**config.mk**
```make
export PLATFORM = sky130hd
export DESIGN_NAME = ifid_reg
export DESIGN_NICKNAME = d
export VERILOG_FILES = /design/src/rtl/pipe16_pkg.sv /design/src/rtl/ifid_reg.sv
export VERILOG_INCLUDE_DIRS = /design/src /design/src/rtl
export SDC_FILE = /design/constraint.sdc
export NUM_CORES = 1
export LEC_CHECK = 0
export ABC_AREA = 1
export BUFFER_PORTS_ARGS = -buffer_cell sky130_fd_sc_hd__buf_2
export CAP_MARGIN = 20
export CORE_ASPECT_RATIO = 0.8
export CORE_UTILIZATION = 35
export DETAILED_ROUTE_END_ITERATION = 10
export HOLD_SLACK_MARGIN = 0.06
export MAX_ROUTING_LAYER = met4
export PLACE_DENSITY = 0.65
export SETUP_SLACK_MARGIN = 0.02
export SYNTH_ARGS = -nofsm -noshare
export SYNTH_HDL_FRONTEND = slang
export SYNTH_SLANG_ARGS = --single-unit
```
**constraint.sdc**
```tcl
create_clock -name clk -period 1.3 [get_ports clk]
set_input_delay 0.325 -clock clk [delete_from_list [all_inputs] [get_ports clk]]
set_output_delay 0.325 -clock clk [all_outputs]
set_load 0.05 [all_outputs]
```
**src/rtl/pipe16_settings.svh**
```systemverilog
// Memory depth, opcode values and fixed words of pipe16; the depth must stay a power of two
`ifndef PIPE16_SETTINGS_SVH
`define PIPE16_SETTINGS_SVH

`define PIPE16_IMEM_DEPTH 256     // Program words, indexed by low PC bits
`define PIPE16_NOP        16'hF000
`define PIPE16_LINK_REG   4'd15   // CALL return address lands here

// Opcodes in instr[15:12]
`define PIPE16_OP_ADD  4'h0
`define PIPE16_OP_SUB  4'h1
`define PIPE16_OP_AND  4'h2
`define PIPE16_OP_OR   4'h3
`define PIPE16_OP_ADDI 4'h4
`define PIPE16_OP_LLI  4'h5
`define PIPE16_OP_B    4'h6
`define PIPE16_OP_CALL 4'h7
`define PIPE16_OP_HALT 4'hE
`define PIPE16_OP_NOP  4'hF

`endif
```
**src/rtl/pipe16_pkg.sv**
```systemverilog
// Shared types of pipe16; program address width follows the memory depth in the settings header
`include "pipe16_settings.svh"

package pipe16_pkg;

	typedef logic [15:0] word_t;        // Register and ALU data
	typedef logic [15:0] instr_t;
	typedef logic [15:0] pc_t;
	typedef logic [$clog2(`PIPE16_IMEM_DEPTH)-1:0] imem_addr_t;
	typedef logic [3:0]  reg_addr_t;
	typedef logic [3:0]  opcode_t;
	typedef logic [2:0]  branch_cond_t;

	// IF/ID contents
	typedef struct packed {
		pc_t    pc;
		instr_t instr;
	} ifid_t;

	// ID/EX contents, valid low marks a bubble
	typedef struct packed {
		logic         valid;
		opcode_t      op;
		reg_addr_t    rd;      // Already r15 for CALL
		word_t        a;       // rs operand
		word_t        b;       // rt operand
		logic [7:0]   imm8;    // imm4 sits in the low nibble
		branch_cond_t cond;
		pc_t          pc;
		logic         wr_en;
	} id_ex_t;

	// EX/WB contents
	typedef struct packed {
		logic      valid;
		reg_addr_t rd;
		logic      wr_en;
		logic      halt;
		pc_t       pc;
		word_t     value;
	} ex_wb_t;

	// PC change request from decode or execute
	typedef struct packed {
		logic taken;
		pc_t  target;
	} redirect_t;

endpackage

```
**src/rtl/ifid_reg.sv**
```systemverilog
// Flush wins over a data hazard and a flushed slot keeps its old PC
`timescale 1ns/1ps
`include "pipe16_settings.svh"

module ifid_reg (
	input  logic              clk,
	input  logic              reset,
	input  pipe16_pkg::ifid_t fetched,
	input  logic              data_hazard,   // Hold contents
	input  logic              pc_hazard,     // Branch taken in execute
	input  logic              call,          // CALL redirect from decode
	output pipe16_pkg::ifid_t ifid
);

	logic flush;

	assign flush = pc_hazard | call;

	always_ff @(posedge clk) begin
		if (reset) begin
			ifid.pc    <= '0;
			ifid.instr <= `PIPE16_NOP;   // Start empty
		end else if (flush) begin
			ifid.instr <= `PIPE16_NOP;   // Squash the wrong-path word
		end else if (!data_hazard) begin
			ifid <= fetched;
		end
		// Data hazard alone holds everything
	end

endmodule

```
==> impl_metrics.prom, run 1 <==
# TYPE chip_impl_metric gauge
chip_impl_info{name="run_status",value="finished, violations left"} 1
chip_impl_info{name="failed_checks",value="design-rule violations"} 1
chip_impl_metric{name="timing.max_slew.rel_slack",unit="%"} 83.1
chip_impl_info{name="min_to",value="ifid[12]$_SDFFE_PP1N_"} 1
chip_impl_metric{name="finalSetupViolations",unit=""} 0
chip_impl_metric{name="chipWidth",unit="um"} 70.6
chip_impl_metric{name="final.period_utilization",unit="%"} 94.0
chip_impl_info{name="min_from",value="fetched[12]"} 1
chip_impl_metric{name="finalCriticalPeriod",unit="ps"} 1220
chip_impl_metric{name="fin_worst_skew",unit="ps"} 0
chip_impl_metric{name="largest_register_ff_count",unit=""} 32
chip_impl_metric{name="reg2reg_setup_slack",unit="ps"} 690
chip_impl_metric{name="design.portCount",unit=""} 69
chip_impl_metric{name="synth_top_area_share",unit="%"} 48.7
chip_impl_metric{name="drt-pass1-iter-count",unit=""} 6
chip_impl_metric{name="drv_cap",unit=""} 0
chip_impl_metric{name="ctsResizeCount",unit=""} 0
chip_impl_info{name="cts-root-buf",value="clkbuf_8"} 1
chip_impl_metric{name="drc",unit=""} 4
chip_impl_metric{name="place.gp.congestion",unit=""} 0.681
chip_impl_metric{name="fp.dieH",unit="um"} 56.9
chip_impl_metric{name="seq_area_frac_synth",unit="%"} 48.7
chip_impl_metric{name="clock_latency",unit="ps"} 280
chip_impl_metric{name="starting_density",unit="%"} 37.4
chip_impl_metric{name="synth_adder_area_share",unit="%"} 0
chip_impl_metric{name="yosys-mux-area-fraction",unit="%"} 0
chip_impl_metric{name="grt_start_max_net_pins",unit=""} 49
chip_impl_metric{name="fp-row-count",unit=""} 19
chip_impl_info{name="worst_setup_path_end_kind",value="output port"} 1
chip_impl_metric{name="critical_path_arrival",unit="ps"} 900
chip_impl_metric{name="nets",unit=""} 282
chip_impl_metric{name="power-per-cell-area",unit="nW/um^2"} 1340
chip_impl_metric{name="grt_antenna_before_repair",unit=""} 0
chip_impl_metric{name="finish.instance_area",unit="sq um"} 1810
chip_impl_info{name="crit_chain",value="buf_2"} 1
chip_impl_metric{name="detailroute.via_count",unit=""} 1270
chip_impl_info{name="timing.rr.end",value="ifid[7]$_SDFFE_PP0N_"} 1
chip_impl_info{name="critPathLaunchType",value="register"} 1
chip_impl_metric{name="post_synthesis_instance_area",unit="sq um"} 1320
chip_impl_info{name="timing.setup.critical_path_class",value="register to output port"} 1
chip_impl_metric{name="routedWlPerCell",unit="um"} 10.2
chip_impl_metric{name="postCtsHoldBufs",unit=""} 0
chip_impl_metric{name="grt_first_pass_wirelength",unit="um"} 5020
chip_impl_metric{name="yosys_warnings",unit=""} 0
chip_impl_metric{name="yosys.area_share.xor_xnor",unit="%"} 0
chip_impl_info{name="setup_repair_after_global_routing_missed_its_margin",value="false"} 1
chip_impl_metric{name="detail_route.iter0.violations",unit=""} 42
chip_impl_metric{name="die_area",unit="sq um"} 4010
chip_impl_info{name="final_cell_mix",value="68 x buf_2, 49 x nand2_1, 32 x dfxtp_1"} 1
chip_impl_metric{name="tightestPinTransition",unit="ps"} 256
chip_impl_metric{name="worst_setup_hold_path_clk_slew",unit="ps"} 60
chip_impl_metric{name="globalRouteOverflowTotal",unit=""} 0
chip_impl_metric{name="synth_compound_gate_area_share",unit="%"} 11.8
chip_impl_metric{name="postRouteAntennaNets",unit=""} 0
chip_impl_metric{name="rr_worst_depth",unit=""} 2
chip_impl_metric{name="power.static_leakage",unit="nW"} 0.947
chip_impl_metric{name="peak_vdd_ir",unit="uV"} 600
chip_impl_metric{name="worstPathBufferInverterCount",unit=""} 1
chip_impl_metric{name="holdPathStages",unit=""} 3
chip_impl_metric{name="core_area",unit="sq um"} 3520
chip_impl_metric{name="port_buffers",unit=""} 68
chip_impl_metric{name="gate_count_of_the_mapped_netlist",unit=""} 177
chip_impl_metric{name="fmax",unit="GHz"} 0.818
chip_impl_metric{name="ys_types",unit=""} 14
chip_impl_metric{name="vias_in_the_first_global_route",unit=""} 1207
chip_impl_metric{name="timing.final.max_slew_violations",unit=""} 0
chip_impl_info{name="timing.hold.worst.class",value="input pin to register"} 1
chip_impl_metric{name="synthesis.nets",unit=""} 214
chip_impl_metric{name="track_usage",unit="%"} 16.6
chip_impl_metric{name="numCtsBuffers",unit=""} 5
chip_impl_info{name="cp_slowest_cell",value="dfxtp_1"} 1
chip_impl_metric{name="detailed_route_vias_per_instance",unit=""} 4.41
chip_impl_metric{name="layout-area-overhead-vs-synth",unit="%"} 37.3
chip_impl_metric{name="clock-sinks",unit=""} 32
chip_impl_info{name="synth_top_area_cell",value="dfxtp_1"} 1
chip_impl_info{name="critPathTopFamily",value="flip-flops"} 1
chip_impl_metric{name="htreeDepth",unit=""} 2
chip_impl_metric{name="post_synth.cell_area_avg",unit="sq um"} 7.44
chip_impl_metric{name="post_synth_and_or_nand_nor_area_fraction",unit="%"} 27.0
chip_impl_metric{name="number_of_buffers_inserted_by_post_cts_setup_repair",unit=""} 0
chip_impl_metric{name="timing.critical_path.fanout_max",unit=""} 2
chip_impl_info{name="clock_tree_from_tritoncts",value="yes"} 1
chip_impl_metric{name="detail_route.wirelength",unit="um"} 2940
chip_impl_metric{name="nFillCells",unit=""} 376
chip_impl_metric{name="fin_hold_ws",unit="ps"} 252
chip_impl_metric{name="cts_max_path_buffers",unit=""} 2
chip_impl_info{name="worstReg2RegStart",value="ifid[7]$_SDFFE_PP0N_"} 1
chip_impl_metric{name="fin_setup_tns",unit="ps"} 0
chip_impl_metric{name="detailedPlacementHpwl",unit="um"} 2010
chip_impl_info{name="synth_top_family_by_area",value="simple AND/OR/NAND/NOR gates"} 1
chip_impl_metric{name="max_stage_delay",unit="ps"} 350
chip_impl_metric{name="dpl-instance-area",unit="sq um"} 1680
chip_impl_metric{name="total_power",unit="mW"} 2.43
chip_impl_metric{name="hold_viol_final",unit=""} 0
chip_impl_info{name="netlist_top_cells_area",value="dfxtp_1 49%, nand2_1 14%, a21oi_1 9.1%"} 1
chip_impl_metric{name="yosys_register_bits",unit=""} 32
chip_impl_metric{name="critical_path_required",unit="ps"} 980
chip_impl_metric{name="diode_insertion_count_for_antenna_repair",unit=""} 0
chip_impl_metric{name="drive_gt1_share",unit="%"} 35.4
chip_impl_info{name="layout_commonest_cell",value="buf_2"} 1
Yosys cell counts:
cell type   n
a21oi_2     4
nand3_1    20
a21oi_1    24
buf_2       7
nor2_4      1
nor2_1     16
inv_1      17
buf_1       1
dfxtp_1    32
buf_6       2
clkinv_1    1
nand2_1    49
buf_8       2
inv_4       1
stage by stage:
step                      setup slack, ps  util [%]  instances
after floorplan                       311         -        177
after global placement                241      47.8        280
after detailed placement              235      47.8        280
after CTS                            59.5      51.4        288
after global routing                 38.7      51.4        288
final                                77.8      51.4        288
cells by family (layout without fill, tap and decap cells):
| logic type | after synthesis | in the layout |
|---|---|---|
| buffers and inverters | 31 | 100 |
| and+or+nand+nor | 86 | 86 |
| DFF | 32 | 32 |
| AOI/OAI and AO/OA | 28 | 28 |
report_power, final:
part | switching, mW | internal [mW] | total (mW)
logic | 0.254 | 0.124 | 0.378
registers | 0.0173 | 1.02 | 1.03
clock network | 0.341 | 0.676 | 1.02
worst max path at each step:
stage                                from  cells past startpoint                     to
detailed placement                   call                      6  ifid[24]$_SDFFE_PP0P_
finish              ifid[24]$_SDFFE_PP0P_                      1               ifid[24]
global route        ifid[22]$_SDFFE_PP0P_                      1               ifid[22]
global placement                     call                      6  ifid[17]$_SDFFE_PP0P_
floorplan                     data_hazard                      6  ifid[22]$_SDFFE_PP0P_
CTS                 ifid[24]$_SDFFE_PP0P_                      1               ifid[24]
routing by layer:
layer  global-route usage, %  vias to the layer above  routed length (um)
met5                       -                        -                   0
met4                    8.86                        0                  62
met3                    5.21                        7                 166
met2                    26.5                       34                1280
met1                    18.9                      544                1430
li1                        -                      685                   -
layout make-up:
type | instances | area (sq um) | area share (%)
repair buffers | 73 | 403 | 22.3
clock buffers | 7 | 96.3 | 5.33
inverters | 19 | 73.8 | 4.09
multi-input cells | 114 | 510 | 28.3
well taps | 42 | 52.6 | 2.91
clock inverters | 1 | 30.0 | 1.66
flip-flops and latches | 32 | 641 | 35.5
No activity file was read; power rests on OpenSTA's default activity.
==> run 2, diff against run 1 <==
--- a/config.mk
+++ b/config.mk
@@ -15,7 +15,7 @@
 export HOLD_SLACK_MARGIN = 0.06
 export MAX_ROUTING_LAYER = met4
 export PLACE_DENSITY = 0.65
-export SETUP_SLACK_MARGIN = 0.02
+export SETUP_SLACK_MARGIN = 0.1
 export SYNTH_ARGS = -nofsm -noshare
 export SYNTH_HDL_FRONTEND = slang
 export SYNTH_SLANG_ARGS = --single-unit
==> run 2 against run 1 <==
The run still ends with design-rule violations left. Combinational power rose by 5.3%. Worst setup slack improved by 57 ps. Final cell count is the same. Flip-flop and latch count unchanged. Routed wire length up 1.9%. Core utilization is 2.3 points higher. Sequential power about the same. Register-to-register slack about the same. Via count grew 0.94%. Final area grew 4.4%. Sequential share of layout area fell by 1.5 points. Global-route usage about the same. Critical path type unchanged. Largest cell class unchanged. Largest power group unchanged.
==> impl_metrics.prom, run 2 (synthesized netlist as in run 1, its figures left out) <==
# TYPE chip_impl_metric gauge
chip_impl_metric{name="worstPathBufferInverterCount",unit=""} 1
chip_impl_metric{name="layout-area-overhead-vs-synth",unit="%"} 43.3
chip_impl_metric{name="worst_setup_hold_path_clk_slew",unit="ps"} 60
chip_impl_info{name="final_cell_mix",value="49 x nand2_1, 36 x buf_2, 32 x dfxtp_1"} 1
chip_impl_metric{name="htreeDepth",unit=""} 2
chip_impl_metric{name="peak_vdd_ir",unit="uV"} 587
chip_impl_metric{name="clock-sinks",unit=""} 32
chip_impl_metric{name="grt_antenna_before_repair",unit=""} 0
chip_impl_metric{name="fp.dieH",unit="um"} 56.9
chip_impl_info{name="clock_tree_from_tritoncts",value="yes"} 1
chip_impl_metric{name="routedWlPerCell",unit="um"} 10.4
chip_impl_metric{name="drv_cap",unit=""} 0
chip_impl_metric{name="core_occupancy_in_the_finished_layout",unit="%"} 53.6
chip_impl_metric{name="chipWidth",unit="um"} 70.6
chip_impl_metric{name="port_buffers",unit=""} 68
chip_impl_metric{name="postRouteAntennaNets",unit=""} 0
chip_impl_metric{name="grt_first_pass_wirelength",unit="um"} 5010
chip_impl_info{name="critPathTopFamily",value="flip-flops"} 1
chip_impl_info{name="crit_chain",value="buf_4"} 1
chip_impl_metric{name="starting_density",unit="%"} 37.4
chip_impl_metric{name="p_sw_share",unit="%"} 25.1
chip_impl_metric{name="number_of_buffers_inserted_by_post_cts_setup_repair",unit=""} 0
chip_impl_info{name="cts-root-buf",value="clkbuf_8"} 1
chip_impl_metric{name="design.portCount",unit=""} 69
chip_impl_metric{name="dpl.cell_count",unit=""} 280
chip_impl_metric{name="max_stage_delay",unit="ps"} 350
chip_impl_metric{name="drc",unit=""} 4
chip_impl_metric{name="largest_register_ff_count",unit=""} 32
chip_impl_metric{name="vias_in_the_first_global_route",unit=""} 1210
chip_impl_metric{name="fin_setup_tns",unit="ps"} 0
chip_impl_metric{name="detailedPlacementHpwl",unit="um"} 2010
chip_impl_metric{name="grt_start_max_net_pins",unit=""} 49
chip_impl_metric{name="globalRouteOverflowTotal",unit=""} 0
chip_impl_metric{name="detail_route.iter0.violations",unit=""} 47
chip_impl_metric{name="layout.area.seq",unit="sq um"} 641
chip_impl_metric{name="track_usage",unit="%"} 16.6
chip_impl_metric{name="finalCriticalPeriod",unit="ps"} 1170
chip_impl_info{name="run_status",value="finished, violations left"} 1
chip_impl_metric{name="die_area",unit="sq um"} 4010
chip_impl_metric{name="seq_power_share",unit="%"} 42.2
chip_impl_metric{name="clock_latency",unit="ps"} 280
chip_impl_metric{name="detailed_route_vias_per_instance",unit=""} 4.45
chip_impl_metric{name="timing.max_slew.rel_slack",unit="%"} 86.2
chip_impl_metric{name="power-per-cell-area",unit="nW/um^2"} 1300
chip_impl_metric{name="comb_power_share",unit="%"} 16.2
chip_impl_metric{name="postCtsHoldBufs",unit=""} 0
chip_impl_info{name="cp_slowest_cell",value="dfxtp_1"} 1
chip_impl_metric{name="switchingPower",unit="mW"} 0.616
chip_impl_metric{name="timing.critical_path.fanout_max",unit=""} 2
chip_impl_metric{name="critical_path_required",unit="ps"} 980
chip_impl_metric{name="fp-row-count",unit=""} 19
chip_impl_metric{name="power_report.internal_total",unit="mW"} 1.83
chip_impl_metric{name="power.static_leakage",unit="nW"} 0.950
chip_impl_metric{name="detailroute.via_count",unit=""} 1282
chip_impl_metric{name="fin_cells",unit=""} 288
chip_impl_metric{name="hold_viol_final",unit=""} 0
chip_impl_metric{name="cts_max_path_buffers",unit=""} 2
chip_impl_metric{name="final.period_utilization",unit="%"} 89.7
chip_impl_metric{name="fmax",unit="GHz"} 0.858
chip_impl_metric{name="numCtsBuffers",unit=""} 5
chip_impl_metric{name="detail_route.wirelength",unit="um"} 2990
chip_impl_metric{name="tightestPinTransition",unit="ps"} 207
chip_impl_metric{name="diode_insertion_count_for_antenna_repair",unit=""} 0
chip_impl_metric{name="multiInputGateArea",unit="sq um"} 510
chip_impl_metric{name="nets",unit=""} 282
chip_impl_metric{name="drive_gt1_share",unit="%"} 35.4
chip_impl_info{name="layout_commonest_cell",value="nand2_1"} 1
chip_impl_info{name="timing.hold.worst.class",value="input pin to register"} 1
chip_impl_metric{name="core_area",unit="sq um"} 3520
chip_impl_metric{name="place.gp.congestion",unit=""} 0.681
chip_impl_info{name="critPathLaunchType",value="register"} 1
chip_impl_info{name="failed_checks",value="design-rule violations"} 1
chip_impl_info{name="worst_setup_path_end_kind",value="output port"} 1
chip_impl_info{name="setup_repair_after_global_routing_missed_its_margin",value="true"} 1
chip_impl_metric{name="finalSetupViolations",unit=""} 0
chip_impl_metric{name="fin_worst_skew",unit="ps"} 0
chip_impl_metric{name="timing.final.max_slew_violations",unit=""} 0
chip_impl_metric{name="drt-pass1-iter-count",unit=""} 7
chip_impl_metric{name="clock_power_share",unit="%"} 41.5
chip_impl_metric{name="nFillCells",unit=""} 368
chip_impl_metric{name="critical_path_arrival",unit="ps"} 840
chip_impl_info{name="timing.setup.critical_path_class",value="register to output port"} 1
## run 2: cell types whose count changed in the layout (fill, tap and decap cells not counted)
| cell | delta |
|---|---|
| buf_2 | -32 |
| buf_4 | +25 |
| clkbuf_4 | +7 |
## run 2: routing by layer
metal	GRT usage, %	vias to the layer above	part of all wire [%]
li1	-	684	-
met1	18.6	555	48
met3	5.21	7	5.7
met4	8.86	0	2.1
met2	26.6	36	45
met5	-	-	0
## run 2: layout make-up
cell class                 instances  area share, %
multi-input combinational        114           27.1
clock inverter                     1           1.59
clock buffer                       7           5.11
timing repair buffer              73           25.6
sequential                        32           34.0
tap                               42           2.79
inverter                          19           3.91
## run 2: power groups by stage
stage / Combinational, mW / Clock [mW] / Sequential (mW)
after CTS: 0.395 / 1.04 / 1.04
after global routing: 0.435 / 1.08 / 1.04
after floorplan: 0.147 / 0 / 1.18
after global placement: 0.378 / 0 / 1.06
final: 0.398 / 1.02 / 1.04
after detailed placement: 0.381 / 0 / 1.06
## run 2: final timing paths
path / startpoint / end / slack, ps / depth (start not counted)
setup / recovery: ifid[24]$_SDFFE_PP0P_ / ifid[24] / 130 / 1
hold / removal: fetched[12] / ifid[12]$_SDFFE_PP1N_ / 250 / 3
setup reg to reg: ifid[7]$_SDFFE_PP0N_ / ifid[7]$_SDFFE_PP0N_ / 680 / 2
hold reg to reg: ifid[4]$_SDFFE_PP0N_ / ifid[4]$_SDFFE_PP0N_ / 460 / 2
## run 2: through the flow
| step | power, mW | setup slack [ps] | hold WS, ps | area (sq um) |
|---|---|---|---|---|
| after global routing | 2.56 | 82.2 | 271 | 1890 |
| final | 2.45 | 134 | 252 | 1890 |
| after floorplan | 1.32 | 311 | 451 | 1320 |
| after CTS | 2.47 | 100 | 247 | 1860 |
| after global placement | 1.43 | 241 | 449 | 1680 |
| after detailed placement | 1.44 | 235 | 453 | 1680 |
## run 2: what timing repair did
action,CTS,global route
endpoints found under the hold margin,0,0
gates resized for setup,22,13
setup endpoints to repair,22,10
==> run 3, diff against run 2 <==
--- a/config.mk
+++ b/config.mk
@@ -9,7 +9,7 @@
 export ABC_AREA = 1
 export BUFFER_PORTS_ARGS = -buffer_cell sky130_fd_sc_hd__buf_2
 export CAP_MARGIN = 20
-export CORE_ASPECT_RATIO = 0.8
+export CORE_ASPECT_RATIO = 2
 export CORE_UTILIZATION = 35
 export DETAILED_ROUTE_END_ITERATION = 10
 export HOLD_SLACK_MARGIN = 0.06
==> run 3 against run 2 <==
The flow now finishes without violations. Core utilization decreased by 0.66 points. Register-to-register slack about the same. Combinational power about the same. Worst hold slack improved by 12 ps. Clock skew unchanged. Routed wire length decreased by 1.0%. Flip-flop and latch count unchanged. Final area increased by 1.3%. Critical path depth unchanged. Via count increased by 3.0%. Global-route usage decreased by 0.49 points. Critical path type unchanged. Largest power group unchanged.
==> impl_metrics.prom, run 3 (synthesized netlist as in run 1, its figures left out) <==
# TYPE chip_impl_metric gauge
chip_impl_metric{name="fp-row-count",unit=""} 31
chip_impl_metric{name="final.period_utilization",unit="%"} 89.6
chip_impl_metric{name="timing.critical_path.fanout_max",unit=""} 2
chip_impl_metric{name="track_usage",unit="%"} 16.1
chip_impl_metric{name="htreeDepth",unit=""} 2
chip_impl_info{name="final_cell_mix",value="49 x nand2_1, 36 x buf_2, 32 x dfxtp_1"} 1
chip_impl_info{name="crit_chain",value="buf_4"} 1
chip_impl_metric{name="critical_path_arrival",unit="ps"} 840
chip_impl_metric{name="core_area",unit="sq um"} 3610
chip_impl_metric{name="fin_cells",unit=""} 297
chip_impl_metric{name="drc",unit=""} 0
chip_impl_info{name="run_status",value="finished clean"} 1
chip_impl_metric{name="grt_start_max_net_pins",unit=""} 33
chip_impl_metric{name="drive_gt1_share",unit="%"} 35.9
chip_impl_metric{name="worst_setup_hold_path_clk_slew",unit="ps"} 60
chip_impl_metric{name="nets",unit=""} 284
chip_impl_metric{name="power-per-cell-area",unit="nW/um^2"} 1280
chip_impl_metric{name="detail_route.iter0.violations",unit=""} 13
chip_impl_metric{name="critical_path_required",unit="ps"} 980
chip_impl_metric{name="fin_setup_tns",unit="ps"} 0
chip_impl_metric{name="number_of_buffers_inserted_by_post_cts_setup_repair",unit=""} 0
chip_impl_metric{name="detailed_route_vias_per_instance",unit=""} 4.44
chip_impl_info{name="cp_slowest_cell",value="dfxtp_1"} 1
chip_impl_info{name="setup_repair_after_global_routing_missed_its_margin",value="false"} 1
chip_impl_metric{name="cts_max_path_buffers",unit=""} 2
chip_impl_metric{name="setup_slack",unit="ps"} 135
chip_impl_metric{name="design.portCount",unit=""} 69
chip_impl_metric{name="tightestPinTransition",unit="ps"} 197
chip_impl_metric{name="grt_antenna_before_repair",unit=""} 0
chip_impl_info{name="worst_setup_path_end_kind",value="output port"} 1
chip_impl_metric{name="postRouteAntennaNets",unit=""} 0
chip_impl_info{name="cts-root-buf",value="clkbuf_8"} 1
chip_impl_metric{name="detail_route.wirelength",unit="um"} 2960
chip_impl_metric{name="finalSetupViolations",unit=""} 0
chip_impl_metric{name="dpl.cell_count",unit=""} 289
chip_impl_metric{name="power.static_leakage",unit="nW"} 0.960
chip_impl_metric{name="detailroute.via_count",unit=""} 1320
chip_impl_info{name="timing.hold.worst.class",value="input pin to register"} 1
chip_impl_metric{name="port_buffers",unit=""} 68
chip_impl_info{name="layout_commonest_cell",value="nand2_1"} 1
chip_impl_metric{name="peak_vdd_ir",unit="uV"} 694
chip_impl_metric{name="chipWidth",unit="um"} 45.4
chip_impl_metric{name="setup_slack_after_placement",unit="ps"} 191
chip_impl_metric{name="finalCriticalPeriod",unit="ps"} 1170
chip_impl_metric{name="routedWlPerCell",unit="um"} 9.97
chip_impl_metric{name="die_area",unit="sq um"} 4030
chip_impl_info{name="critPathTopFamily",value="flip-flops"} 1
chip_impl_metric{name="timing.final.max_slew_violations",unit=""} 0
chip_impl_metric{name="worstPathBufferInverterCount",unit=""} 1
chip_impl_metric{name="globalRouteOverflowTotal",unit=""} 0
chip_impl_metric{name="total_power",unit="mW"} 2.45
chip_impl_info{name="critPathLaunchType",value="register"} 1
chip_impl_metric{name="fp.dieH",unit="um"} 88.7
chip_impl_metric{name="vias_in_the_first_global_route",unit=""} 1186
chip_impl_metric{name="max_stage_delay",unit="ps"} 360
chip_impl_metric{name="drv_cap",unit=""} 0
chip_impl_metric{name="detailedPlacementHpwl",unit="um"} 2180
chip_impl_metric{name="fmax",unit="GHz"} 0.858
chip_impl_metric{name="hold_viol_final",unit=""} 0
chip_impl_info{name="timing.setup.critical_path_class",value="register to output port"} 1
chip_impl_metric{name="place.gp.congestion",unit=""} 0.715
chip_impl_metric{name="largest_register_ff_count",unit=""} 32
chip_impl_metric{name="grt_first_pass_wirelength",unit="um"} 4670
chip_impl_metric{name="drt-pass1-iter-count",unit=""} 4
chip_impl_info{name="clock_tree_from_tritoncts",value="yes"} 1
chip_impl_metric{name="clock-sinks",unit=""} 32
chip_impl_metric{name="diode_insertion_count_for_antenna_repair",unit=""} 0
chip_impl_metric{name="starting_density",unit="%"} 36.5
chip_impl_metric{name="clock_latency",unit="ps"} 270
chip_impl_metric{name="layout-area-overhead-vs-synth",unit="%"} 45.2
chip_impl_metric{name="fin_worst_skew",unit="ps"} 0
chip_impl_metric{name="timing.max_slew.rel_slack",unit="%"} 86.9
chip_impl_metric{name="numCtsBuffers",unit=""} 5
[run 3: changes by cell type in the layout (fill, tap and decap cells not counted), sizes merged]
cell,before,now
clkbuf,14,17
buf,66,65
[run 3: final timing paths]
path	start	end	slack [ps]	cells past startpoint
worst max-delay path	ifid[1]$_SDFFE_PP0N_	ifid[1]	130	1
worst min-delay path	fetched[14]	ifid[14]$_SDFFE_PP1N_	260	3
worst min register to register	ifid[8]$_SDFFE_PP0N_	ifid[8]$_SDFFE_PP0N_	460	2
worst max register to register	ifid[10]$_SDFFE_PP0N_	ifid[10]$_SDFFE_PP0N_	670	2
[run 3: report_power, final]
part           internal (mW)  leakage, nW  switching (mW)
clock                  0.676       0.0645           0.341
sequential              1.02        0.261          0.0200
combinational          0.147        0.635           0.254
[run 3: layout make-up]
class	count	area, sq um
Sequential cell	32	641
Clock inverter	1	30.0
Multi-Input combinational cell	114	510
Inverter	19	73.8
Fill cell	380	1700
Clock buffer	7	96.3
Tap cell	49	61.3
Timing Repair Buffer	75	498
[run 3: worst min-delay path, delay by kind of cell]
family / cells / cell delay, ps
buf+inv: 1 / 80
simple gates: 2 / 100
[run 3: what timing repair did]
| action | in CTS | in global routing |
|---|---|---|
| gates resized for setup | 22 | 10 |
| hold buffers | 0 | 0 |
| endpoints found under the setup margin | 22 | 10 |
[run 3: per-layer routing]
layer	track usage, %	share of wire, %
met1	15.3	39
met2	28.7	53
met3	4.08	5.7
met4	7.71	1.6
met5	-	0
[run 3: stage by stage]
stage / instance area, sq um / utilization, % / hold WS (ps)
after global routing: 1910 / 53.0 / 275
after floorplan: 1320 / - / 451
after detailed placement: 1700 / 47.2 / 451
after CTS: 1890 / 52.3 / 255
final: 1910 / 53.0 / 264
after global placement: 1700 / 47.2 / 445
